## config.mk

```make
export PLATFORM = sky130hd
export DESIGN_NAME = bias_buffer
export DESIGN_NICKNAME = d
export VERILOG_FILES = /design/src/verilog/cnn_pkg.sv /design/src/verilog/bias_buffer.sv
export SDC_FILE = /design/constraint.sdc
export NUM_CORES = 2
export LEC_CHECK = 0
export BUFFER_PORTS_ARGS = -buffer_cell sky130_fd_sc_hd__buf_2
export CAP_MARGIN = 20
export CORE_MARGIN = 2
export CORE_UTILIZATION = 50
export DETAILED_ROUTE_END_ITERATION = 16
export GPL_TIMING_DRIVEN = 0
export HOLD_SLACK_MARGIN = 0.15
export PLACE_DENSITY = 0.75
export SYNTH_ARGS = -nofsm -noshare
export SYNTH_HDL_FRONTEND = slang
export SYNTH_SLANG_ARGS = --single-unit
```

## constraint.sdc

```tcl
create_clock -name clk -period 7.1 [get_ports clk]
set_clock_uncertainty 0.2 [all_clocks]
set_input_delay 1.42 -clock clk [delete_from_list [all_inputs] [get_ports clk]]
set_output_delay 1.42 -clock clk [all_outputs]
set_load 0.01 [all_outputs]
```

## src/verilog/cnn_pkg.sv

```systemverilog
`default_nettype none

package cnn_pkg;

	////////////////////////////////////////
	// Widths

	localparam int DDR_ADDR_LEN = 32;   // DDR word address
	localparam int DDR_DATA_LEN = 64;   // DDR word, four bias lanes
	localparam int BIAS_LEN     = 16;   // Stored bias lane
	localparam int BIAS_OUT_LEN = 20;   // Bias after shift
	localparam int SHIFT_LEN    = 3;    // Bias shift, 0 to 4
	localparam int BUF_ADDR_LEN = 6;    // Buffer start address field
	localparam int LEN_LEN      = 8;    // Words minus one
	localparam int INST_LEN     = 48;

	////////////////////////////////////////
	// Instruction word

	typedef enum logic [1:0] {
		op_nop,
		op_load_bias,
		op_load_weight,
		op_config
	} opcode_t;

	typedef struct packed {
		opcode_t                   opcode;
		logic [DDR_ADDR_LEN-1:0]   ddr_st_addr;
		logic [LEN_LEN-1:0]        len;
		logic [BUF_ADDR_LEN-1:0]   buf_st_addr;
	} load_inst_t;

	typedef struct packed {
		opcode_t                           opcode;
		logic [SHIFT_LEN-1:0]              bias_shift;
		logic [INST_LEN-2-SHIFT_LEN-1:0]   reserved;
	} conf_inst_t;

	// Same word, decoded by opcode
	typedef union packed {
		load_inst_t ld;
		conf_inst_t cf;
	} instr_t;

	////////////////////////////////////////
	// Internal command bundles

	typedef struct packed {
		logic [DDR_ADDR_LEN-1:0] ddr_st_addr;
		logic [LEN_LEN-1:0]      len;
	} ddr_cmd_t;

	typedef struct packed {
		logic [DDR_ADDR_LEN-1:0] ddr_st_addr;
		logic [LEN_LEN-1:0]      len;
		logic [BUF_ADDR_LEN-1:0] buf_st_addr;
	} fill_conf_t;

endpackage

`default_nettype wire

```

## src/verilog/bias_buffer.sv

```systemverilog
`default_nettype none

module bias_buffer
	import cnn_pkg::*;
#(
	parameter int ADDR_LEN = 5
) (
	input  logic                    clk,

	input  logic                    wr_en,
	input  logic [ADDR_LEN-1:0]     wr_addr,
	input  logic [DDR_DATA_LEN-1:0] wr_data,

	input  logic [ADDR_LEN+1:0]     rd_addr,   // Word address, then 2-bit lane
	input  logic [SHIFT_LEN-1:0]    bias_shift,
	output logic [BIAS_OUT_LEN-1:0] bias_out
);

	logic [DDR_DATA_LEN-1:0] mem [2**ADDR_LEN];
	logic [DDR_DATA_LEN-1:0] rd_word;
	logic [BIAS_LEN-1:0]     lane;
	logic [BIAS_OUT_LEN-1:0] lane_ext;

	always_ff @(posedge clk) begin
		if (wr_en)
			mem[wr_addr] <= wr_data;
	end

	////////////////////////////////////////
	// Lane select, sign extend, shift

	assign rd_word  = mem[rd_addr[ADDR_LEN+1:2]];
	assign lane     = rd_word[rd_addr[1:0]*BIAS_LEN +: BIAS_LEN];   // Lane 0 in low bits
	assign lane_ext = {{(BIAS_OUT_LEN-BIAS_LEN){lane[BIAS_LEN-1]}}, lane};

	// Upper bits drop off on large shifts
	always_ff @(posedge clk) begin
		bias_out <= lane_ext << bias_shift;
	end

endmodule

`default_nettype wire

```

==> metrics.sh <==
DIE_AREA_UM2=163200
NUMBER_OF_GLOBAL_ROUTE_VIAS_BEFORE_REPAIR=44610
LAYOUT_COMMON_CELLS='edfxtp_1 (2048), mux4_2 (405), mux2i_1 (223)'
CTS_BUFFERS=196
POST-ROUTE-UTIL_PCT=58.28
DRT_ITER0_MARKERS=10130
ANTENNA_NETS_POST_ROUTE=0
MIN_PERIOD_OVER_PERIOD_PCT=92.30
NUMBER_OF_HOLD_REPAIR_BUFFERS_ADDED_AT_THE_CTS_STAGE=0
TNS_NS=0
VIAS=47270
ROUTED-WL-MET3_MM=51.42
SYN-CELL-AREA_UM2=80000
AVGSYNTHCELLAREA_UM2=21.20
NETSWITCHINGPOWER_uW=5916
STATUS='finished clean'
HIGHEST-SIGNAL-LAYER='met5'
NETLIST_INSTANCES=3774
STARTPOINT='rd_addr[5]'
ASYNC_FLOP_SHARE_PCT=0
GP_CONGESTION=0.9641
FINALWIRELENGTH_MM=285.8
SLEW_VIOL_FINAL=0
WORST_IR_DROP_VDD_uV=222.5
LAYOUT-DRIVE-GT1-SHARE_PCT=26.22
CLK-INSERTION-DELAY-LATE_NS=0.89
CORE_AREA_UM2=158600
FINAL_PERIOD_MINUS_WORST_SETUP_SLACK_NS=6.553
WL_MET1_MM=88.91
WORST_SLEW_PIN_SLEW_NS=1.364
CRIT_PATH_START_KIND='input port'
SYNTH_EDF_COUNT=2048
WL_MET2_MM=123.1
PLACE.DETAILED.INSTANCES=6082
CRITICALPATHCATEGORY='input port to flip-flop'
CTS_TREE='done'
CTSHTREEMAXLEVEL=4
IO_BUFFERS=94
REMAINING_DRC_ERRORS=0
POWER.DENSITY_CELL_AREA_nW_PER_UM2=276.8
PATH_MAX_FANOUT=11
POWER.SEQUENTIAL.FRACTION_PCT=53.2
RSZ0062_AT_GRT='false'
ARRIVAL_NS=7.01
IO_PINS=101
MAXSLEWHEADROOM_PCT=9.091
NUMCLOCKSINKS=2068
CP_SLOWEST_STAGE_DELAY_NS=0.97
SYNTH_NETS=3855
TIMING.MAX_CAP.VIOLATIONS=0
CRIT_PATH_CELL_TRACE='buf_2 -> clkbuf_1 -> clkbuf_1 -> clkbuf_1 -> clkbuf_1 -> o21ai_0 -> a21oi_1 -> o32ai_1 -> a2111oi_2 -> mux2i_1'
NUMBER_OF_ANTENNA_VIOLATIONS_AT_THE_FIRST_CHECK_IN_GLOBAL_ROUTING=38
LAYOUT_COMMONEST_CELL='edfxtp_1'
ROUTEDWLPERCELL_UM=44.10
FINISH.NET_COUNT=4294
DP_HPWL_MM=187.8
YS_TYPES=77
CLKPWRFRAC_PCT=39.8
CORE.ROWCOUNT=146
POWER.INTERNAL_uW=19670
CRITPATHREQUIREDTIME_NS=7.55
CTS_RESIZED=0
SETUP_VIOL=0
WORST_HOLD_STARTPOINT='wr_data[23]'
SYNTH.FF_LATCH_COUNT=2068
FINAL-INSTANCE-COUNT-EXCL-FILL=6479
RATIO_OF_ROUTED_VIAS_TO_STANDARD_CELLS=7.296
CLOCK-ROOT-BUFFER='clkbuf_16'
SWITCH_SHARE_PCT=23.12
FINALHOLDVIOLATIONS=0
FLOORPLAN.INITIALDENSITY_PCT=50.46
DIEWIDTH_UM=404.0
CLOCK_INPUT_TRANSITION_AT_THE_SEQUENTIAL_CELLS_OF_THE_WORST_SETUP_AND_HOLD_PATHS_NS=0.06
SEQ_AREA_FRAC_SYNTH_PCT=77.37
GRT_START_MAX_NET_PINS=33
GROUTE.USAGE.OVERALL_PCT=34.90
CRIT_PATH_FREQUENT_CELL='clkbuf_1'
DETAIL_ROUTE.FIRST_PASS.ITERATIONS=6
CRIT_PATH_TOP_DELAY_CELL='clkbuf_1'
COMB_POWER_SHARE_PCT=7.0
R2R-START='mem[21][2]$_DFFE_PP_'
SYNTH_FF_TYPE='edfxtp_1'
SYNTH.YOSYS.WARNINGS=0
CTS_BUFFER_DEPTH=3
TOTAL_LEAKAGE_POWER_uW=0.02957
GRT_PASS1_WL_MM=378.5
AGGREGATE_GLOBAL_ROUTING_OVERFLOW=0
MIN-DELAY-PATH-CLASS='input port to flip-flop'
FMAXACHIEVABLE_MHz=152.6
SETUP.WORST_PATH.END_CLASS='flip-flop'
FP.DIEH_UM=404.0
POST-CTS-SETUP-BUFFERS=0
AREA_GROWTH_SYN_TO_LAYOUT_PCT=15.50
worst max-delay path, delay by kind of cell:
family	cells	cell delay [ns]
buffers and inverters	5	3.24
AO/OA/AOI/OAI	4	1.95
multiplexers	1	0.36
path summary, 6_finish.rpt:
check / depth (start not counted) / to / slack, ns
max: 10 / bias_out[14]$_DFF_P_ / 0.55
min: 1 / mem[14][23]$_DFFE_PP_ / 0.83
max reg2reg: 8 / bias_out[9]$_DFF_P_ / 2.41
min reg2reg: 7 / bias_out[7]$_DFF_P_ / 1.21
synthesized netlist by cell type (all sizes together), types with 5 or more instances:
cell	n	area, µm²
buf	140	870.8
nand2b	13	81.33
nor2	85	321.6
nand3b	6	45.04
o211ai	18	135.1
o22ai	16	100.1
a32oi	7	61.31
o21ai	21	105.1
nand2	97	364.1
nand4	28	175.2
o32ai	5	43.79
a22o	17	148.9
and4	6	52.55
a31oi	11	68.82
a2bb2oi	5	43.79
clkbuf	75	281.5
mux2	27	304.0
nor4b	5	43.79
nor2b	19	118.9
dfxtp	20	400.4
a211oi	13	97.59
a211o	9	78.83
a221oi	30	275.3
o2111ai	6	52.55
a21oi	27	135.1
mux2i	223	2232
edfxtp	2048	61500
nor3b	7	57.55
a22oi	175	1314
and2	12	75.07
nor4bb	8	80.08
nor3	20	100.1
mux4	405	9121
nor4	10	68.81
or3	6	37.54
inv	13	48.80
and3	13	81.33
and4b	7	70.07
nand3	65	325.3
per-layer routing:
metal	track usage (%)	up-vias
met5	0	-
met2	50.08	5271
met3	15.02	1167
met4	22.00	38
met1	43.76	23890
li1	-	16910
state kept, by name (all words and copies together) (netlist names):
| register | count |
|---|---|
| bias_out | 20 |
| mem | 2048 |
stage by stage:
step	setup slack, ns	cell area (µm²)	hold slack, ns	power [µW]
global placement	-3.614	83070	1.135	15470
CTS	0.9880	92250	0.8023	25420
finish	0.5466	92410	0.8310	25580
global route	0.9584	92350	0.8495	25980
detailed placement	0.1253	86140	1.133	15550
floorplan	1.658	80000	0.6777	14650
power groups by stage:
stage          logic, µW  clock network (µW)  registers [µW]
6_report            1780               10200           13600
5_1_grt             1770               10600           13600
4_1_cts             1690               10100           13600
3_5_place_dp        1680                   0           13900
3_3_place_gp        1580                   0           13900
2_1_floorplan        765                   0           13900
final cells by class:
type / count / area, µm²
fillers: 11060 / 66160
flip-flops and latches: 2068 / 61900
inverters: 15 / 56.30
clock buffers: 259 / 5266
diodes: 33 / 82.58
clock inverters: 100 / 849.6
well taps: 2072 / 2592
plain buffers: 215 / 1169
multi-input cells: 1476 / 17230
repair buffers: 241 / 3259
kinds of logic after synthesis:
family	count (synthesis)	synth area share, %
DFF	2068	77.37
and+or+nand+nor	419	2.742
AOI/OAI and AO/OA	402	3.807
buffers and inverters	230	1.511
muxes	655	14.57
(Power assumes the default switching activity.)
