`src/verilog/cnn_pkg.sv`:
```
`default_nettype none

package cnn_pkg;

	////////////////////////////////////////
	// Widths

	localparam int DDR_ADDR_LEN = 32;   // DDR word address
	localparam int DDR_DATA_LEN = 64;   // DDR word, four bias lanes
	localparam int BIAS_LEN     = 16;   // Stored bias lane
	localparam int BIAS_OUT_LEN = 20;   // Bias after shift
	localparam int SHIFT_LEN    = 3;    // Bias shift, 0 to 4
	localparam int BUF_ADDR_LEN = 6;    // Buffer start address field
	localparam int LEN_LEN      = 8;    // Words minus one
	localparam int INST_LEN     = 48;

	////////////////////////////////////////
	// Instruction word

	typedef enum logic [1:0] {
		op_nop,
		op_load_bias,
		op_load_weight,
		op_config
	} opcode_t;

	typedef struct packed {
		opcode_t                   opcode;
		logic [DDR_ADDR_LEN-1:0]   ddr_st_addr;
		logic [LEN_LEN-1:0]        len;
		logic [BUF_ADDR_LEN-1:0]   buf_st_addr;
	} load_inst_t;

	typedef struct packed {
		opcode_t                           opcode;
		logic [SHIFT_LEN-1:0]              bias_shift;
		logic [INST_LEN-2-SHIFT_LEN-1:0]   reserved;
	} conf_inst_t;

	// Same word, decoded by opcode
	typedef union packed {
		load_inst_t ld;
		conf_inst_t cf;
	} instr_t;

	////////////////////////////////////////
	// Internal command bundles

	typedef struct packed {
		logic [DDR_ADDR_LEN-1:0] ddr_st_addr;
		logic [LEN_LEN-1:0]      len;
	} ddr_cmd_t;

	typedef struct packed {
		logic [DDR_ADDR_LEN-1:0] ddr_st_addr;
		logic [LEN_LEN-1:0]      len;
		logic [BUF_ADDR_LEN-1:0] buf_st_addr;
	} fill_conf_t;

endpackage

`default_nettype wire

```
`src/verilog/load_sequencer.sv`:
```
`default_nettype none

module load_sequencer
	import cnn_pkg::*;
(
	input  logic                 clk,
	input  logic                 reset,

	input  instr_t               instruct,
	input  logic                 inst_empty,
	output logic                 inst_req,

	input  logic                 bias_idle,
	input  logic                 weight_idle,
	output fill_conf_t           fill_conf,
	output logic                 bias_conf,
	output logic                 weight_conf,

	input  ddr_cmd_t             bias_cmd,
	input  logic                 bias_ddr_conf,
	input  ddr_cmd_t             weight_cmd,
	input  logic                 weight_ddr_conf,
	input  logic                 bias_req,
	input  logic                 weight_req,
	output logic                 bias_empty,
	output logic                 weight_empty,

	input  logic                 ddr_empty,
	output ddr_cmd_t             ddr_cmd,
	output logic                 ddr_conf,
	output logic                 ddr_req,

	output logic [SHIFT_LEN-1:0] bias_shift,
	output logic                 busy
);

	opcode_t op;
	logic    is_load;
	logic    conf_now;        // A conf pulse is out this cycle
	logic    running;
	logic    switch_weight;   // Active controller, 1 for weights
	logic    target_idle;

	////////////////////////////////////////
	// Decode and pop

	assign op       = instruct.ld.opcode;
	assign is_load  = (op == op_load_bias) || (op == op_load_weight);
	assign conf_now = bias_conf | weight_conf;

	assign target_idle = switch_weight ? weight_idle : bias_idle;
	assign busy        = conf_now | (running & ~target_idle);
	assign inst_req    = ~inst_empty & ~busy;   // FWFT, word is valid now

	always_ff @(posedge clk) begin
		if (reset) begin
			bias_conf     <= 1'b0;
			weight_conf   <= 1'b0;
			running       <= 1'b0;
			switch_weight <= 1'b0;
			bias_shift    <= '0;
		end else begin
			bias_conf   <= inst_req && (op == op_load_bias);
			weight_conf <= inst_req && (op == op_load_weight);

			if (inst_req && is_load)
				switch_weight <= (op == op_load_weight);

			if (inst_req && (op == op_config))
				bias_shift <= instruct.cf.bias_shift;

			// Load counts from conf until the controller is idle again
			if (conf_now)
				running <= 1'b1;
			else if (target_idle)
				running <= 1'b0;
		end
	end

	// Shared by both controllers, only the conf pulses differ
	always_ff @(posedge clk) begin
		if (inst_req && is_load) begin
			fill_conf.ddr_st_addr <= instruct.ld.ddr_st_addr;
			fill_conf.len         <= instruct.ld.len;
			fill_conf.buf_st_addr <= instruct.ld.buf_st_addr;
		end
	end

	////////////////////////////////////////
	// DDR routing

	assign ddr_cmd  = switch_weight ? weight_cmd : bias_cmd;
	assign ddr_conf = switch_weight ? weight_ddr_conf : bias_ddr_conf;
	assign ddr_req  = switch_weight ? weight_req : bias_req;

	// Inactive side sees an empty stream
	assign bias_empty   = switch_weight ? 1'b1 : ddr_empty;
	assign weight_empty = switch_weight ? ddr_empty : 1'b1;

endmodule

`default_nettype wire

```
`config.mk`:
```
export PLATFORM = sky130hd
export DESIGN_NAME = load_sequencer
export DESIGN_NICKNAME = d
export VERILOG_FILES = /design/src/verilog/cnn_pkg.sv /design/src/verilog/load_sequencer.sv
export SDC_FILE = /design/constraint.sdc
export NUM_CORES = 1
export LEC_CHECK = 0
export BUFFER_PORTS_ARGS = -buffer_cell sky130_fd_sc_hd__clkbuf_2
export CAP_MARGIN = 20
export CORE_AREA = 2 2 92 94
export CTS_CLUSTER_DIAMETER = 30
export DETAILED_ROUTE_END_ITERATION = 8
export DIE_AREA = 0 0 94 96
export PLACE_DENSITY = 0.71
export SYNTH_ARGS = -nofsm -noshare
export SYNTH_HDL_FRONTEND = slang
export SYNTH_SLANG_ARGS = --single-unit
```
`constraint.sdc`:
```
create_clock -name clk -period 3.3 [get_ports clk]
set_clock_uncertainty 0.05 [all_clocks]
set_input_delay 0.66 -clock clk [delete_from_list [all_inputs] [get_ports clk]]
set_output_delay 0.66 -clock clk [all_outputs]
set_load 0.1 [all_outputs]
```
==> impl_table.tex <==
\begin{tabular}{lr}
\hline
Metric & Value \\
\hline
\multicolumn{2}{l}{\textbf{Run status}} \\
\quad Run status & complete, no violations \\
\multicolumn{2}{l}{\textbf{Floorplanning}} \\
\quad Die extent in x & between 90 and 100 microns \\
\quad CORE AREA & $\sim$8100 sq um \\
\quad Total I/O pin count & about 240 \\
\quad Starting density of the core & 0.284 \\
\quad Die Area & roughly 9000 sq um \\
\quad Number of placement rows & 33 \\
\quad Die Y & 96 microns \\
\multicolumn{2}{l}{\textbf{Synth}} \\
\quad Register area share after synthesis & 0.666 \\
\quad Most common cell in the synthesized netlist & edfxtp\_1 \\
\quad Cell types with the highest counts after synthesis & edfxtp\_1 (46), mux2\_2 (42), nand2b\_1 (9) \\
\quad Most area-hungry cell type in the Yosys netlist & edfxtp\_1 \\
\quad Number of standard cells after synthesis & 133 \\
\quad Post-synth top flop & edfxtp\_1 \\
\quad Net Count, Synth & 274 \\
\quad Post-synthesis sequential element count & 53 \\
\quad Synth Area per Inst & 17.2 sq um \\
\quad Biggest area contributors in the synthesized netlist & edfxtp\_1 (60\%), mux2\_2 (21\%), dfxtp\_1 (6.1\%), nand2b\_1 (2.5\%), mux2i\_1 (1.8\%) \\
\quad Post-synthesis async set-or-reset flop share & 0 \\
\quad Number of flops mapped to enable cells by yosys & 46 \\
\quad Cell variety after synth & 21 \\
\quad Yosys warning total & 0 \\
\quad Fraction of post-synthesis cell area in the top cell type by area & 0.604 \\
\quad Post-Syn Area & 2290 sq um \\
\multicolumn{2}{l}{\textbf{CTS}} \\
\quad Number of buffers added by the clock tree synthesis step & 5 \\
\quad Hold\_buf cts & 0 \\
\quad Clk\_lat worst skew & 300 ps \\
\quad Cell at the root of the clock tree & clkbuf\_8 \\
\quad Max Buffers Root-to-Sink & 2 \\
\quad Clock tree from TritonCTS & built \\
\quad Gates resized, CTS repair & 0 \\
\quad Level count of the clock H-tree & 2 \\
\quad Clock transition at path regs & 90 ps \\
\quad Num Clock Sinks & between 50 and 60 \\
\quad Number of buffers inserted to repair setup after CTS & 0 \\
\multicolumn{2}{l}{\textbf{Placement}} \\
\quad Cell Area, Placed & between 3000 and 4000 sq um \\
\quad Total instance count after detailed placement & about 470 \\
\quad Pre-CTS setup slack & 629 ps \\
\quad Final weighted congestion in routability-driven placement & $\sim$0.7 \\
\quad Detailed placer's ending HPWL & around 5.3 mm \\
\quad I/O Buffers & roughly 230 \\
\multicolumn{2}{l}{\textbf{Flow run}} \\
\quad Number of max-cap violations & 0 \\
\multicolumn{2}{l}{\textbf{GRT}} \\
\quad First-pass GRT wire length & 7.93 mm \\
\quad Met2 track utilization from global routing & 0.198 \\
\quad Layer carrying the most global-route usage & met2 \\
\quad Pin count of the biggest net entering global routing & between 40 and 50 \\
\quad Number of global-route vias before repair & about 1,700 \\
\quad Grt met1 use & 0.140 \\
\quad Initial antenna violation count & 0 \\
\quad Fraction of met3 tracks used by global routing & 0.0329 \\
\quad Total global-route track usage & 0.115 \\
\quad Overall overflow remaining after global route & 0 \\
\multicolumn{2}{l}{\textbf{Setup path}} \\
\quad Worst path required time & around 2600 ps \\
\quad Highest fanout seen on the critical path & 45 \\
\quad Type of the setup path with the least slack & flip-flop to output pin \\
\quad Arrival @ worst endpoint & 1900 ps \\
\quad Worst stage delay on the critical path & 450 ps \\
\quad Startpoint types & flip-flop \\
\quad Worst-case reg-to-reg path depth & 4 \\
\quad Standard cell with the maximum stage delay on the critical path & buf\_4 \\
\quad Ordered list of cells on the worst path & buf\_4 -> mux2\_2 -> clkbuf\_2 \\
\quad Crit path capture type & output pin \\
\multicolumn{2}{l}{\textbf{Routing}} \\
\quad Antenna-violating nets left & 0 \\
\quad Number of iterations in the first detailed-routing pass & 4 \\
\quad Sum of routed wire length over all layers & approximately 6.1 mm \\
\quad Average wire per standard cell & approximately 13 microns \\
\quad Average vias per placed instance & slightly above 4 \\
\quad Remaining design rule violation count & 0 \\
\quad First DRT Iteration DRCs & 41 \\
\quad DR vias & roughly 2,000 \\
\multicolumn{2}{l}{\textbf{Power and ir drop}} \\
\quad Combinational share of power & 0.387 \\
\quad Power Total & between 1.5 and 2 mW \\
\quad Net Sw Frac & 0.423 \\
\quad PwrDens & 539 nW/um\^{}2 \\
\quad Worst ir drop on vdd & roughly 0.20 mV \\
\quad Cell Int Power & $\sim$1.2 mW \\
\quad Sequential share of power & 0.392 \\
\quad Switching pwr & 0.846 mW \\
\quad Part of the total power dissipated in the clock network & 0.220 \\
\quad Static leakage & 1.80 nW \\
\multicolumn{2}{l}{\textbf{Hold path}} \\
\quad Worst min-delay path class & flip-flop to flip-flop \\
\quad Instance count along the most critical hold path & 2 \\
\multicolumn{2}{l}{\textbf{STA}} \\
\quad Worst-Margin Slew & 570 ps \\
\quad Post-route worst setup slack & between 600 and 700 ps \\
\quad Max Slew Vio Count & 0 \\
\quad Total Negative Setup Slacks & 0 ps \\
\quad RSZ-0062 raised after global routing & no \\
\quad Endpoints failing setup & 0 \\
\quad Total count of hold-check failures in the final report & 0 \\
\quad Fin Hold WS & about 430 ps \\
\quad Final clock period utilization by the worst path & 0.790 \\
\quad Final Critical Period & around 2600 ps \\
\quad Worst rel slew slack & 0.622 \\
\quad Maximum operating frequency & 0.383 GHz \\
\multicolumn{2}{l}{\textbf{Final layout}} \\
\quad Number of standard cells in the final layout excluding fillers & approximately 480 \\
\quad Synthesis-to-finish area growth & 62.2\% \\
\quad Proportion of layout cells with a drive suffix above 1 & 0.784 \\
\quad Post-layout net count & roughly 510 \\
\quad Finished layout cell area & 3710 sq um \\
\quad Inserted Diodes & 0 \\
\quad Post-route core utilization & 0.460 \\
\hline
\end{tabular}
[cell families (layout without fill, tap and decap cells)]
kind of cell / Yosys count / after routing / synth area share
DFF: 53 / 53 / 0.666
muxes: 47 / 47 / 0.230
adders and majority gates: 3 / 3 / 0.0164
AOI/OAI and AO/OA: 4 / 4 / 0.0213
and+or+nand+nor: 17 / 17 / 0.0476
buffers and inverters: 9 / 247 / 0.0186
[critical path: cells and delay by family, from the launching register on]
kind | cells | cell delay (ps)
buffers and inverters | 2 | 820
flip-flops | 1 | 350
multiplexers | 1 | 400
[sequential cells by signal (all words and copies together), names as in the netlist]
name           count
fill_conf         46
bias_shift         3
bias_conf          1
running            1
switch_weight      1
weight_conf        1
[cells in the final DEF (no fill, tap or decap), drive strengths merged]
cell	count
bufinv	1
edfxtp	46
clkbuf	238
and3b	2
a21oi	2
or2	1
ha	3
clkinv	2
buf	3
or4	1
inv	3
mux2	42
a2111oi	1
mux2i	5
dfxtp	7
or4b	1
a21o	1
nor2	1
nand2b	9
nand2	2
[cell type report]
class	count	area, sq um
fill	761	4340
inverter	3	11.3
timing repair buffer	236	1200
sequential	53	1520
clock inverter	3	50.0
multi-input combinational	71	722
tap	105	131
clock buffer	5	68.8
[path summary, 6_finish.rpt]
path | from | end | slack, ps
worst min-delay path | bias_shift[1] | bias_shift[1] | 430
worst max register to register | switch_weight | fill_conf[11] | 1210
worst min register to register | bias_shift[1] | bias_shift[1] | 430
worst max-delay path | switch_weight | ddr_cmd[6] | 690
[power groups by stage]
stage / registers, mW / clock network [mW] / logic (mW)
6_report: 0.784 / 0.441 / 0.774
5_1_grt: 0.787 / 0.493 / 0.800
4_1_cts: 0.784 / 0.451 / 0.779
3_5_place_dp: 0.800 / 0 / 0.778
3_3_place_gp: 0.798 / 0 / 0.774
2_1_floorplan: 1.05 / 0 / 0.373
[per-layer routing]
metal  routed length [microns]  up-vias
met1                      2320      864
li1                          -      973
met4                        66        0
met5                         0        -
met2                      3120      122
met3                       587        7
(Power assumes the default switching activity.)
