`src/verilog/cnn_pkg.sv`:
```
`default_nettype none

package cnn_pkg;

	////////////////////////////////////////
	// Widths

	localparam int DDR_ADDR_LEN = 32;   // DDR word address
	localparam int DDR_DATA_LEN = 64;   // DDR word, four bias lanes
	localparam int BIAS_LEN     = 16;   // Stored bias lane
	localparam int BIAS_OUT_LEN = 20;   // Bias after shift
	localparam int SHIFT_LEN    = 3;    // Bias shift, 0 to 4
	localparam int BUF_ADDR_LEN = 6;    // Buffer start address field
	localparam int LEN_LEN      = 8;    // Words minus one
	localparam int INST_LEN     = 48;

	////////////////////////////////////////
	// Instruction word

	typedef enum logic [1:0] {
		op_nop,
		op_load_bias,
		op_load_weight,
		op_config
	} opcode_t;

	typedef struct packed {
		opcode_t                   opcode;
		logic [DDR_ADDR_LEN-1:0]   ddr_st_addr;
		logic [LEN_LEN-1:0]        len;
		logic [BUF_ADDR_LEN-1:0]   buf_st_addr;
	} load_inst_t;

	typedef struct packed {
		opcode_t                           opcode;
		logic [SHIFT_LEN-1:0]              bias_shift;
		logic [INST_LEN-2-SHIFT_LEN-1:0]   reserved;
	} conf_inst_t;

	// Same word, decoded by opcode
	typedef union packed {
		load_inst_t ld;
		conf_inst_t cf;
	} instr_t;

	////////////////////////////////////////
	// Internal command bundles

	typedef struct packed {
		logic [DDR_ADDR_LEN-1:0] ddr_st_addr;
		logic [LEN_LEN-1:0]      len;
	} ddr_cmd_t;

	typedef struct packed {
		logic [DDR_ADDR_LEN-1:0] ddr_st_addr;
		logic [LEN_LEN-1:0]      len;
		logic [BUF_ADDR_LEN-1:0] buf_st_addr;
	} fill_conf_t;

endpackage

`default_nettype wire

```
`src/verilog/fill_control.sv`:
```
`default_nettype none

module fill_control
	import cnn_pkg::*;
#(
	parameter int ADDR_LEN = 6
) (
	input  logic                clk,
	input  logic                reset,

	input  logic                conf,
	input  fill_conf_t          cfg,

	output ddr_cmd_t            ddr_cmd,
	output logic                ddr_conf,
	input  logic                ddr_empty,
	output logic                ddr_req,

	output logic                wr_en,
	output logic [ADDR_LEN-1:0] wr_addr,
	output logic                idle
);

	fill_conf_t         cfg_q;
	logic [LEN_LEN-1:0] word_cnt;   // Words popped so far
	logic               last;
	logic               filling;

	////////////////////////////////////////
	// Command and stream side

	assign ddr_cmd.ddr_st_addr = cfg_q.ddr_st_addr;
	assign ddr_cmd.len         = cfg_q.len;

	// No pop in the command cycle
	assign filling = ~idle & ~ddr_conf;
	assign ddr_req = filling & ~ddr_empty;
	assign last    = (word_cnt == cfg_q.len);

	// Each popped word is written in the same cycle
	assign wr_en   = ddr_req;
	assign wr_addr = ADDR_LEN'(cfg_q.buf_st_addr) + ADDR_LEN'(word_cnt);   // Wraps at depth

	////////////////////////////////////////
	// Control

	always_ff @(posedge clk) begin
		if (reset) begin
			idle     <= 1'b1;
			ddr_conf <= 1'b0;
			word_cnt <= '0;
		end else begin
			ddr_conf <= conf;   // Command one cycle after conf

			if (conf) begin
				idle     <= 1'b0;
				word_cnt <= '0;
			end else if (ddr_req) begin
				word_cnt <= word_cnt + 1'b1;
				if (last)
					idle <= 1'b1;
			end
		end
	end

	always_ff @(posedge clk) begin
		if (conf)
			cfg_q <= cfg;
	end

endmodule

`default_nettype wire

```
`config.mk`:
```
export PLATFORM = sky130hd
export DESIGN_NAME = fill_control
export DESIGN_NICKNAME = d
export VERILOG_FILES = /design/src/verilog/cnn_pkg.sv /design/src/verilog/fill_control.sv
export SDC_FILE = /design/constraint.sdc
export NUM_CORES = 1
export LEC_CHECK = 0
export ABC_AREA = 0
export BUFFER_PORTS_ARGS = -buffer_cell sky130_fd_sc_hd__buf_2
export CAP_MARGIN = 10
export CORE_ASPECT_RATIO = 1.1
export CORE_MARGIN = 1.5
export CORE_UTILIZATION = 51
export DETAILED_ROUTE_END_ITERATION = 7
export PLACE_DENSITY = 0.87
export REMOVE_ABC_BUFFERS = 1
export SLEW_MARGIN = 20
export SYNTH_ARGS = -nofsm -noshare
export SYNTH_HDL_FRONTEND = slang
export SYNTH_SLANG_ARGS = --single-unit
export TNS_END_PERCENT = 20
```
`constraint.sdc`:
```
create_clock -name clk -period 2.92 [get_ports clk]
set_input_delay 0.73 -clock clk [delete_from_list [all_inputs] [get_ports clk]]
set_output_delay 0.73 -clock clk [all_outputs]
set_load 0.05 [all_outputs]
```
==> results.tsv, run 1 <==
metric	value	unit
status	completed	
critical-path cell list	ha_1 > fa_2 > a21o_1 > a21oi_1 > xnor2_1 > buf_4	
register bit total from synthesis	56	
slowest cell delay on critical path	370	ps
largest fanout on the critical path	2	
GR Overflow Total	0	
area fraction in compound gates after synthesis	1.64	%
Post-DRT Antenna Nets	0	
power density over the cells	609	mW/mm2
P_int	1.17	mW
Startpoint Class	flip-flop	
worst-case clock buffer depth	2	
vias after detailed routing	1328	
post-synthesis mux area share	0.424	%
CTS tree	built	
fin crit period	2700	ps
placed insts	273	
Finish-stage setup viols	0	
I/O pins	100	
commonest non-fill, non-tap cells in the layout	buf_2 (98), edfxtp_1 (46), xnor2_1 (11)	
GRT Util Overall	15.6	%
Hold/Removal Path Class	flip-flop to flip-flop	
Die ar.	0.00505	mm2
std cell rows	25	
RSZ-0062 raised after global routing	false	
Sum Neg Setup Slack	0	ps
Via density	4.73	
initial antenna violation count	0	
Port Buf Inserts	99	
CP Class	flip-flop to output port	
fin nets	283	
clock buffer count from CTS	5	
clock-pin slew on the worst setup and hold paths	90	ps
Tcrit/Tclk final	92.6	%
largest net degree at the start of global routing	38	
GPL Wtd Cong	0.771	
Synth Cell Area	0.00236	mm2
switching pwr	0.489	mW
Seq/Total Area, Yosys	66.9	%
fraction of the mapped netlist area in simple logic gates	6.09	%
top cell type's share of synthesized area	58.4	%
Syn Inst Count	160	
post-layout util	62.1	%
fmax	0.370	GHz
drc violations	0	
Slew @ Worst Pin	763	ps
initial core utilization	54.0	%
Pre-antenna DRT Iters	6	
Leakage	1.16	nW
max-cap check violation count	0	
Root Buffer	clkbuf_8	
Avg WL per Cell	13.1	um
clock sinks	56	
Area contributors post-synth	edfxtp_1 (58%), buf_4 (13%), dfxtp_1 (8.5%)	
Clock Skew	3.67	ps
clock power share	23.3	%
required time of the critical path	2190	ps
Comb pwr share	19.7	%
Rel. slew slack	49.2	%
Worst EP arrival	1970	ps
Syn-to-layout area delta	15.0	%
die span in x	67.9	um
first-pass GRT wire length	5650	um
Seq pwr share	57.0	%
final wirelength	3690	um
max-slew violations	0	
largest family of logic cells by synthesized area	buffers and inverters	
Core ar.	0.00438	mm2
Distinct cells, synth	23	
Yosys Warn Count	0	
1st-iter DRT viols	56	
final hold vios	0	
Synth area leader	edfxtp_1	
H-tree Lvls	2	
Hold Buf Count CTS	0	
hpwl dp	2900	um
XOR/XNOR share of the synthesized area	7.41	%
DIE HEIGHT	74.4	um
non-filler cells, final	281	
Antenna diodes	0	
Setup Buffers After CTS	0	
Max IR drop VDD	366	uV
share of layout cells above drive strength 1	48.9	%
most common cell after layout, fill and taps aside	buf_2	
switching share of power	29.6	%
Clk Latency, worst-skew pair	290	ps
crit path capture type	output port	
post-synthesis adder-cell area fraction	4.02	%
vias in the first global route	1277	
Avg Inst Size Synth	14.8	um2
Crit-path slowest cell	edfxtp_1	
cell type report:
| cell class | count | area (um2) |
|---|---|---|
| Sequential cell | 56 | 1580 |
| Multi-Input combinational cell | 60 | 465 |
| Fill cell | 349 | 1660 |
| Clock buffer | 6 | 72.6 |
| Clock inverter | 2 | 11.3 |
| Tap cell | 54 | 67.6 |
| Inverter | 2 | 7.51 |
| Timing Repair Buffer | 101 | 513 |
Yosys cell counts (all sizes together):
| library cell | n |
|---|---|
| edfxtp | 46 |
| buf | 41 |
| xnor2 | 11 |
| dfxtp | 10 |
| nor2 | 10 |
| xor2 | 9 |
| ha | 6 |
| nand4 | 6 |
| nand2 | 4 |
| a21oi | 3 |
| and3 | 2 |
| inv | 2 |
| a211o | 1 |
| a21o | 1 |
| clkbuf | 1 |
| fa | 1 |
| mux2i | 1 |
| nor2b | 1 |
| nor3 | 1 |
| nor4 | 1 |
| o211ai | 1 |
| or2 | 1 |
routing by layer:
| metal | vias up | part of all wire, % | GRT usage (%) |
|---|---|---|---|
| met4 | 0 | 0.32 | 4.00 |
| li1 | 648 | - | - |
| met5 | - | 0 | 0 |
| met3 | 2 | 13 | 8.93 |
| met1 | 597 | 38 | 17.5 |
| met2 | 81 | 48 | 25.8 |
flip-flops by register name (all words and copies together) (netlist names):
register / cells
cfg_q: 6
ddr_cmd: 40
ddr_conf: 1
word_cnt: 8
idle: 1
path summary, 6_finish.rpt:
path	startpoint	end	slack, ps	cells after the start
worst max register to register	idle	idle	1540	4
worst min-delay path	word_cnt[7]	word_cnt[7]	540	2
worst min register to register	word_cnt[7]	word_cnt[7]	540	2
worst max-delay path	cfg_q[0]	wr_addr[4]	220	6
cell families after synthesis:
kind of cell | after synthesis
adders and majority gates | 7
muxes | 1
DFF | 56
and+or+nand+nor | 26
xor gates and xnor gates | 20
AOI/OAI and AO/OA | 6
buffers and inverters | 44
timing repair:
action / CTS / global route
setup endpoints to repair: 0 / 1
endpoints found under the hold margin: 0 / 0
resized for setup: 0 / 3
critical path: cells and delay by family, from the launching register on:
family,cells,cell delay [ps]
fa+ha+maj,2,590
flops,1,370
compound gates,2,360
buf+inv,1,220
xor+xnor,1,140
power by group through the flow:
stage	registers [mW]	clock network (mW)	logic, mW
detailed placement	0.961	0	0.328
floorplan	1.13	0	0.0604
finish	0.943	0.386	0.326
global route	0.950	0.429	0.342
global placement	0.960	0	0.324
CTS	0.943	0.404	0.328
stage by stage:
step | area (um2) | setup slack [ps] | power [mW] | hold slack [ps]
2_1_floorplan | 2050 | 348 | 1.19 | 500
3_3_place_gp | 2630 | 458 | 1.28 | 522
3_5_place_dp | 2630 | 413 | 1.29 | 529
4_1_cts | 2710 | 71.9 | 1.68 | 555
5_1_grt | 2720 | 63.1 | 1.72 | 585
6_report | 2720 | 216 | 1.66 | 544
No activity file was read; power rests on OpenSTA's default activity.
==> inputs of run 2 (changes only) <==
--- a/config.mk
+++ b/config.mk
@@ -12,6 +12,7 @@
 export CORE_MARGIN = 1.5
 export CORE_UTILIZATION = 51
 export DETAILED_ROUTE_END_ITERATION = 7
+export GPL_TIMING_DRIVEN = 0
 export PLACE_DENSITY = 0.87
 export REMOVE_ABC_BUFFERS = 1
 export SLEW_MARGIN = 20
==> run 2 against run 1 <==
Die area did not move; global-route usage fell by 0.55 points; count of clock-buffer cells in the layout did not move; clock power rose by 2%; sequential share of layout area rose by 0.43 points.
==> results.tsv, run 2 (same netlist as run 1, synthesis figures left out) <==
metric	value	unit	change
crit path buf inv count	1		unchanged
max-slew violations	0		unchanged
hpwl dp	2790	um	was 2900 um
clock-pin slew on the worst setup and hold paths	90	ps	about the same
CTS tree	built		unchanged
Finish-stage setup viols	0		unchanged
Port Buf Inserts	99		unchanged
Root Buffer	clkbuf_8		unchanged
GR Util met2	25.3	%	was 25.8%
Max IR drop VDD	379	uV	was 366 uV
initial antenna violation count	0		unchanged
commonest non-fill, non-tap cells in the layout	buf_2 (98), edfxtp_1 (46), xnor2_1 (11)		unchanged
share of layout cells above drive strength 1	48.2	%	was 48.9%
Post-DRT Antenna Nets	0		unchanged
Clock Skew	7.75	ps	was 3.67 ps
GRT Util Overall	15.1	%	was 15.6%
non-filler cells, final	278		was 281
required time of the critical path	2190	ps	about the same
clock sinks	56		unchanged
slowest cell delay on critical path	410	ps	was 370 ps
vias after detailed routing	1314		was 1328
Via density	4.73		about the same
CTS resizes	0		unchanged
CP Class	flip-flop to output port		unchanged
Tcrit/Tclk final	96.2	%	was 92.6%
Clk Latency, worst-skew pair	300	ps	was 290 ps
Core ar.	0.00438	mm2	unchanged
number of flip-flops in the largest register	40		unchanged
largest fanout on the critical path	5		was 2
family with the most delay on the worst path	adder cells		unchanged
Syn-to-layout area delta	14.2	%	was 15.0%
Crit-path slowest cell	fa_1		was edfxtp_1
worst-case clock buffer depth	2		unchanged
Antenna diodes	0		unchanged
I/O pins	100		unchanged
drc violations	0		unchanged
fmax	0.356	GHz	was 0.370 GHz
GR Overflow Total	0		unchanged
Pre-antenna DRT Iters	6		unchanged
Startpoint Class	flip-flop		unchanged
fin crit period	2810	ps	was 2700 ps
Leakage	1.16	nW	about the same
final wirelength	3650	um	was 3690 um
Hold/Removal Path Class	flip-flop to flip-flop		unchanged
max-cap check violation count	0		unchanged
fin nets	281		was 283
Slew @ Worst Pin	1020	ps	was 763 ps
first-pass GRT wire length	5430	um	was 5650 um
crit path capture type	output port		unchanged
placed insts	271		was 273
die span in x	67.9	um	unchanged
Die ar.	0.00505	mm2	unchanged
Hold Buf Count CTS	0		unchanged
Avg WL per Cell	13.1	um	about the same
met3 Usage GRT	9.38	%	was 8.93%
Rel. slew slack	32.3	%	was 49.2%
vias in the first global route	1334		was 1277
Sum Neg Setup Slack	0	ps	unchanged
power density over the cells	614	mW/mm2	was 609 mW/mm2
std cell rows	25		unchanged
Setup Buffers After CTS	0		unchanged
RSZ-0062 raised after global routing	false		unchanged
status	completed		unchanged
final hold vios	0		unchanged
M1 GR Usage	15.7	%	was 17.5%
DIE HEIGHT	74.4	um	unchanged
WHS	558	ps	was 544 ps
GPL Wtd Cong	0.799		was 0.771
post-layout util	61.6	%	was 62.1%
most common cell after layout, fill and taps aside	buf_2		unchanged
busiest grt layer	met2		unchanged
H-tree Lvls	2		unchanged
clock buffer count from CTS	5		unchanged
initial core utilization	54.0	%	unchanged
largest net degree at the start of global routing	50		was 38
critical-path cell list	ha_1 > fa_1 > a21o_1 > a21oi_1 > xnor2_1 > clkbuf_4		was ha_1 > fa_2 > a21o_1 > a21oi_1 > xnor2_1 > buf_4
Worst EP arrival	2080	ps	was 1970 ps
1st-iter DRT viols	99		was 56
Tot Pwr	1.66	mW	about the same
## run 2: cell types whose count changed in the layout (fill, tap and decap cells not counted)
cell | previous run | this run
clkinv_1 | 1 | 0
fa_1 | 0 | 1
inv_6 | 0 | 1
clkinvlp_4 | 1 | 0
clkbuf_4 | 0 | 1
buf_4 | 3 | 0
fa_2 | 1 | 0
## run 2: worst reg2reg max path, cell delays in order (launching register included)
cell     delay, ps
dfxtp_1        350
nor3_4         460
nand4_1        160
nor4_1         230
a211o_1        130
## run 2: report_power, final
| part | leakage [nW] | switching (mW) | internal [mW] |
|---|---|---|---|
| Combinational | 0.585 | 0.248 | 0.0744 |
| Clock | 0.0417 | 0.225 | 0.168 |
| Sequential | 0.531 | 0.0190 | 0.923 |
| Total | 1.16 | 0.492 | 1.17 |
## run 2: per-layer routing
metal	wire [um]	share of wire (%)
met1	1420	39
met3	469	13
met2	1730	47
met4	34	0.93
met5	0	0
## run 2: final timing paths
check	start	to	slack [ps]	cells after the start
worst max register to register	idle	idle	1540	4
worst min register to register	word_cnt[7]	word_cnt[7]	560	2
worst min-delay path	word_cnt[7]	word_cnt[7]	560	2
worst max-delay path	word_cnt[0]	wr_addr[4]	110	6
## run 2: final cells by class
type / instances / area (um2)
Clock buffer: 6 / 72.6
Clock inverter: 1 / 8.76
Fill cell: 350 / 1680
Inverter: 2 / 7.51
Multi-Input combinational cell: 60 / 463
Sequential cell: 56 / 1580
Tap cell: 54 / 67.6
Timing Repair Buffer: 99 / 498
## run 2: per-stage QoR
| stage | worst slack, ps | area (um2) |
|---|---|---|
| 2_1_floorplan | 348 | 2050 |
| 3_3_place_gp | 414 | 2620 |
| 3_5_place_dp | 420 | 2620 |
| 4_1_cts | 75.7 | 2700 |
| 5_1_grt | 14.8 | 2700 |
| 6_report | 110 | 2700 |
==> inputs of run 3 (changes only) <==
--- a/config.mk
+++ b/config.mk
@@ -10,10 +10,10 @@
 export CAP_MARGIN = 10
 export CORE_ASPECT_RATIO = 1.1
 export CORE_MARGIN = 1.5
-export CORE_UTILIZATION = 51
+export CORE_UTILIZATION = 47
 export DETAILED_ROUTE_END_ITERATION = 7
 export GPL_TIMING_DRIVEN = 0
-export PLACE_DENSITY = 0.87
+export PLACE_DENSITY = 0.81
 export REMOVE_ABC_BUFFERS = 1
 export SLEW_MARGIN = 20
 export SYNTH_ARGS = -nofsm -noshare
==> constraint.sdc (replaced) <==
create_clock -name clk -period 2.9 [get_ports clk]
set_input_delay 0.725 -clock clk [delete_from_list [all_inputs] [get_ports clk]]
set_output_delay 0.725 -clock clk [all_outputs]
set_load 0.05 [all_outputs]
==> run 3 against run 2 <==
Clock power up 5%; die area up 8.1%; worst setup slack better by 59 ps; clock skew up 1.9 ps; register-to-register slack worse by 20 ps; wire length up 10%; non-clock buffer count unchanged; power up 1.9%; design area up 0.42%; core utilization down 4.6 points; count of clock-buffer cells in the layout down 1; first-iteration DRC count down 68%; largest power group unchanged.
==> results.tsv, run 3 (same netlist as run 1, synthesis figures left out) <==
metric	value	unit	change
status	completed		unchanged
Rel. slew slack	31.1	%	was 32.3%
fmax	0.366	GHz	
Tcrit/Tclk final	94.2	%	
Worst EP arrival	2010	ps	was 2080 ps
CP Depth	6		unchanged
clock-pin slew on the worst setup and hold paths	100	ps	was 90 ps
Antenna diodes	0		unchanged
wire length on met3	495	um	was 469 um
number of flip-flops in the largest register	40		unchanged
Hold/Removal Path Class	flip-flop to flip-flop		unchanged
power density over the cells	624	mW/mm2	was 614 mW/mm2
commonest non-fill, non-tap cells in the layout	buf_2 (98), edfxtp_1 (46), xnor2_1 (11)		unchanged
Avg WL per Cell	14.3	um	was 13.1 um
fin crit period	2730	ps	
Critical path origin	word_cnt[1]		was word_cnt[0]
GRT Util Overall	14.8	%	was 15.1%
max-cap check violation count	0		unchanged
Pre-antenna DRT Iters	4		was 6
initial core utilization	49.8	%	was 54.0%
RSZ-0062 raised after global routing	false		unchanged
GPL Wtd Cong	0.660		was 0.799
1st-iter DRT viols	32		was 99
Syn-to-layout area delta	14.7	%	was 14.2%
crit path buf inv count	1		unchanged
final wirelength	4030	um	was 3650 um
DIE HEIGHT	77.4	um	was 74.4 um
hold wc startpoint	word_cnt[7]		unchanged
critical-path cell list	ha_1 > a21oi_1 > o211ai_1 > a21oi_1 > xnor2_1 > buf_2		was ha_1 > fa_1 > a21o_1 > a21oi_1 > xnor2_1 > clkbuf_4
Port Buf Inserts	99		unchanged
Max IR drop VDD	470	uV	was 379 uV
Worst R2R Start	idle		unchanged
vias after detailed routing	1337		was 1314
post-place setup slack	387	ps	was 420 ps
Sum Neg Setup Slack	0	ps	unchanged
Most common cell on crit path	a21oi_1		
vias in the first global route	1399		was 1334
Crit-path slowest cell	dfxtp_1		was fa_1
GR Overflow Total	0		unchanged
Die ar.	0.00546	mm2	was 0.00505 mm2
crit path capture type	output port		unchanged
slowest cell delay on critical path	480	ps	was 410 ps
metal2 WL	2120	um	was 1730 um
Clk Latency, worst-skew pair	310	ps	was 300 ps
std cell rows	26		was 25
die span in x	70.6	um	was 67.9 um
required time of the critical path	2170	ps	was 2190 ps
hpwl dp	3070	um	was 2790 um
family with the most delay on the worst path	compound AO/OA/AOI/OAI gates		was adder cells
fin nets	281		unchanged
Slew @ Worst Pin	1030	ps	was 1020 ps
Finish-stage setup viols	0		unchanged
Top Metal Used	met4		unchanged
r2r setup slk	1520	ps	was 1540 ps
CTS tree	built		unchanged
worst setup margin	169	ps	was 110 ps
share of layout cells above drive strength 1	49.3	%	was 48.2%
reg2reg end	idle		unchanged
I/O pins	100		unchanged
Clock Skew	9.67	ps	was 7.75 ps
largest net degree at the start of global routing	50		unchanged
worst-case clock buffer depth	2		unchanged
Post-Layout Inst Area	0.00271	mm2	was 0.00270 mm2
initial antenna violation count	0		unchanged
clock sinks	56		unchanged
CTS resizes	0		unchanged
placed cell area	0.00262	mm2	about the same
Root Buffer	clkbuf_8		unchanged
Via density	4.76		was 4.73
most common cell after layout, fill and taps aside	buf_2		unchanged
H-tree Lvls	2		unchanged
final hold vios	0		unchanged
drc violations	0		unchanged
Metal-1 WL	1350	um	was 1420 um
Critical Path Sink	wr_addr[5]		was wr_addr[4]
largest fanout on the critical path	6		was 5
Setup Buffers After CTS	0		unchanged
max-slew violations	0		unchanged
Leakage	1.16	nW	about the same
Tot Pwr	1.69	mW	was 1.66 mW
clock buffer count from CTS	5		unchanged
Post-DRT Antenna Nets	0		unchanged
Startpoint Class	flip-flop		unchanged
CP Class	flip-flop to output port		unchanged
Hold Buf Count CTS	0		unchanged
Register-to-Register Path Depth	4		unchanged
post-layout util	57.1	%	was 61.6%
first-pass GRT wire length	6090	um	was 5430 um
Core ar.	0.00475	mm2	was 0.00438 mm2
## run 3: cell count changes in the layout (fill, tap and decap cells not counted), sizes merged
cell | before | now
clkbuf | 7 | 5
clkinv | 0 | 2
buf | 98 | 99
## run 3: how the worst min path moves through the flow
| stage | endpoint | slack, ps | cells after the start |
|---|---|---|---|
| final | word_cnt[7] | 580 | 2 |
| after global routing | ddr_cmd[20] | 570 | 1 |
| after CTS | ddr_cmd[4] | 580 | 1 |
| after detailed placement | word_cnt[7] | 530 | 2 |
| after global placement | word_cnt[7] | 520 | 2 |
| after floorplan | word_cnt[7] | 500 | 2 |
## run 3: worst min-delay path: stages, from the launching register on
cell and delay [ps]:
dfxtp_1 380, xor2_1 80, nor2_1 80
## run 3: report_power, final
group          internal (mW)  leakage [nW]  switching [mW]  total (mW)
Combinational         0.0752         0.583           0.252       0.327
Clock                  0.169        0.0460           0.244       0.413
Sequential             0.930         0.532          0.0197       0.949
Total                   1.17          1.16           0.516        1.69
## run 3: layer usage
metal	track usage, %	vias to the layer above
met5	0	-
met4	6.23	0
met3	8.57	6
met2	26.1	73
met1	13.9	612
li1	-	646
## run 3: final cells by class
cell class / instances / area (um2)
Timing Repair Buffer: 99 / 498
Multi-Input combinational cell: 60 / 465
Inverter: 2 / 7.51
Fill cell: 383 / 2040
Tap cell: 56 / 70.1
Clock buffer: 5 / 68.8
Clock inverter: 3 / 17.5
Sequential cell: 56 / 1580
## run 3: per-stage QoR
step | hold slack [ps] | std cells
floorplan | 500 | 118
global placement | 519 | 273
detailed placement | 535 | 273
CTS | 575 | 281
global route | 566 | 281
finish | 575 | 281
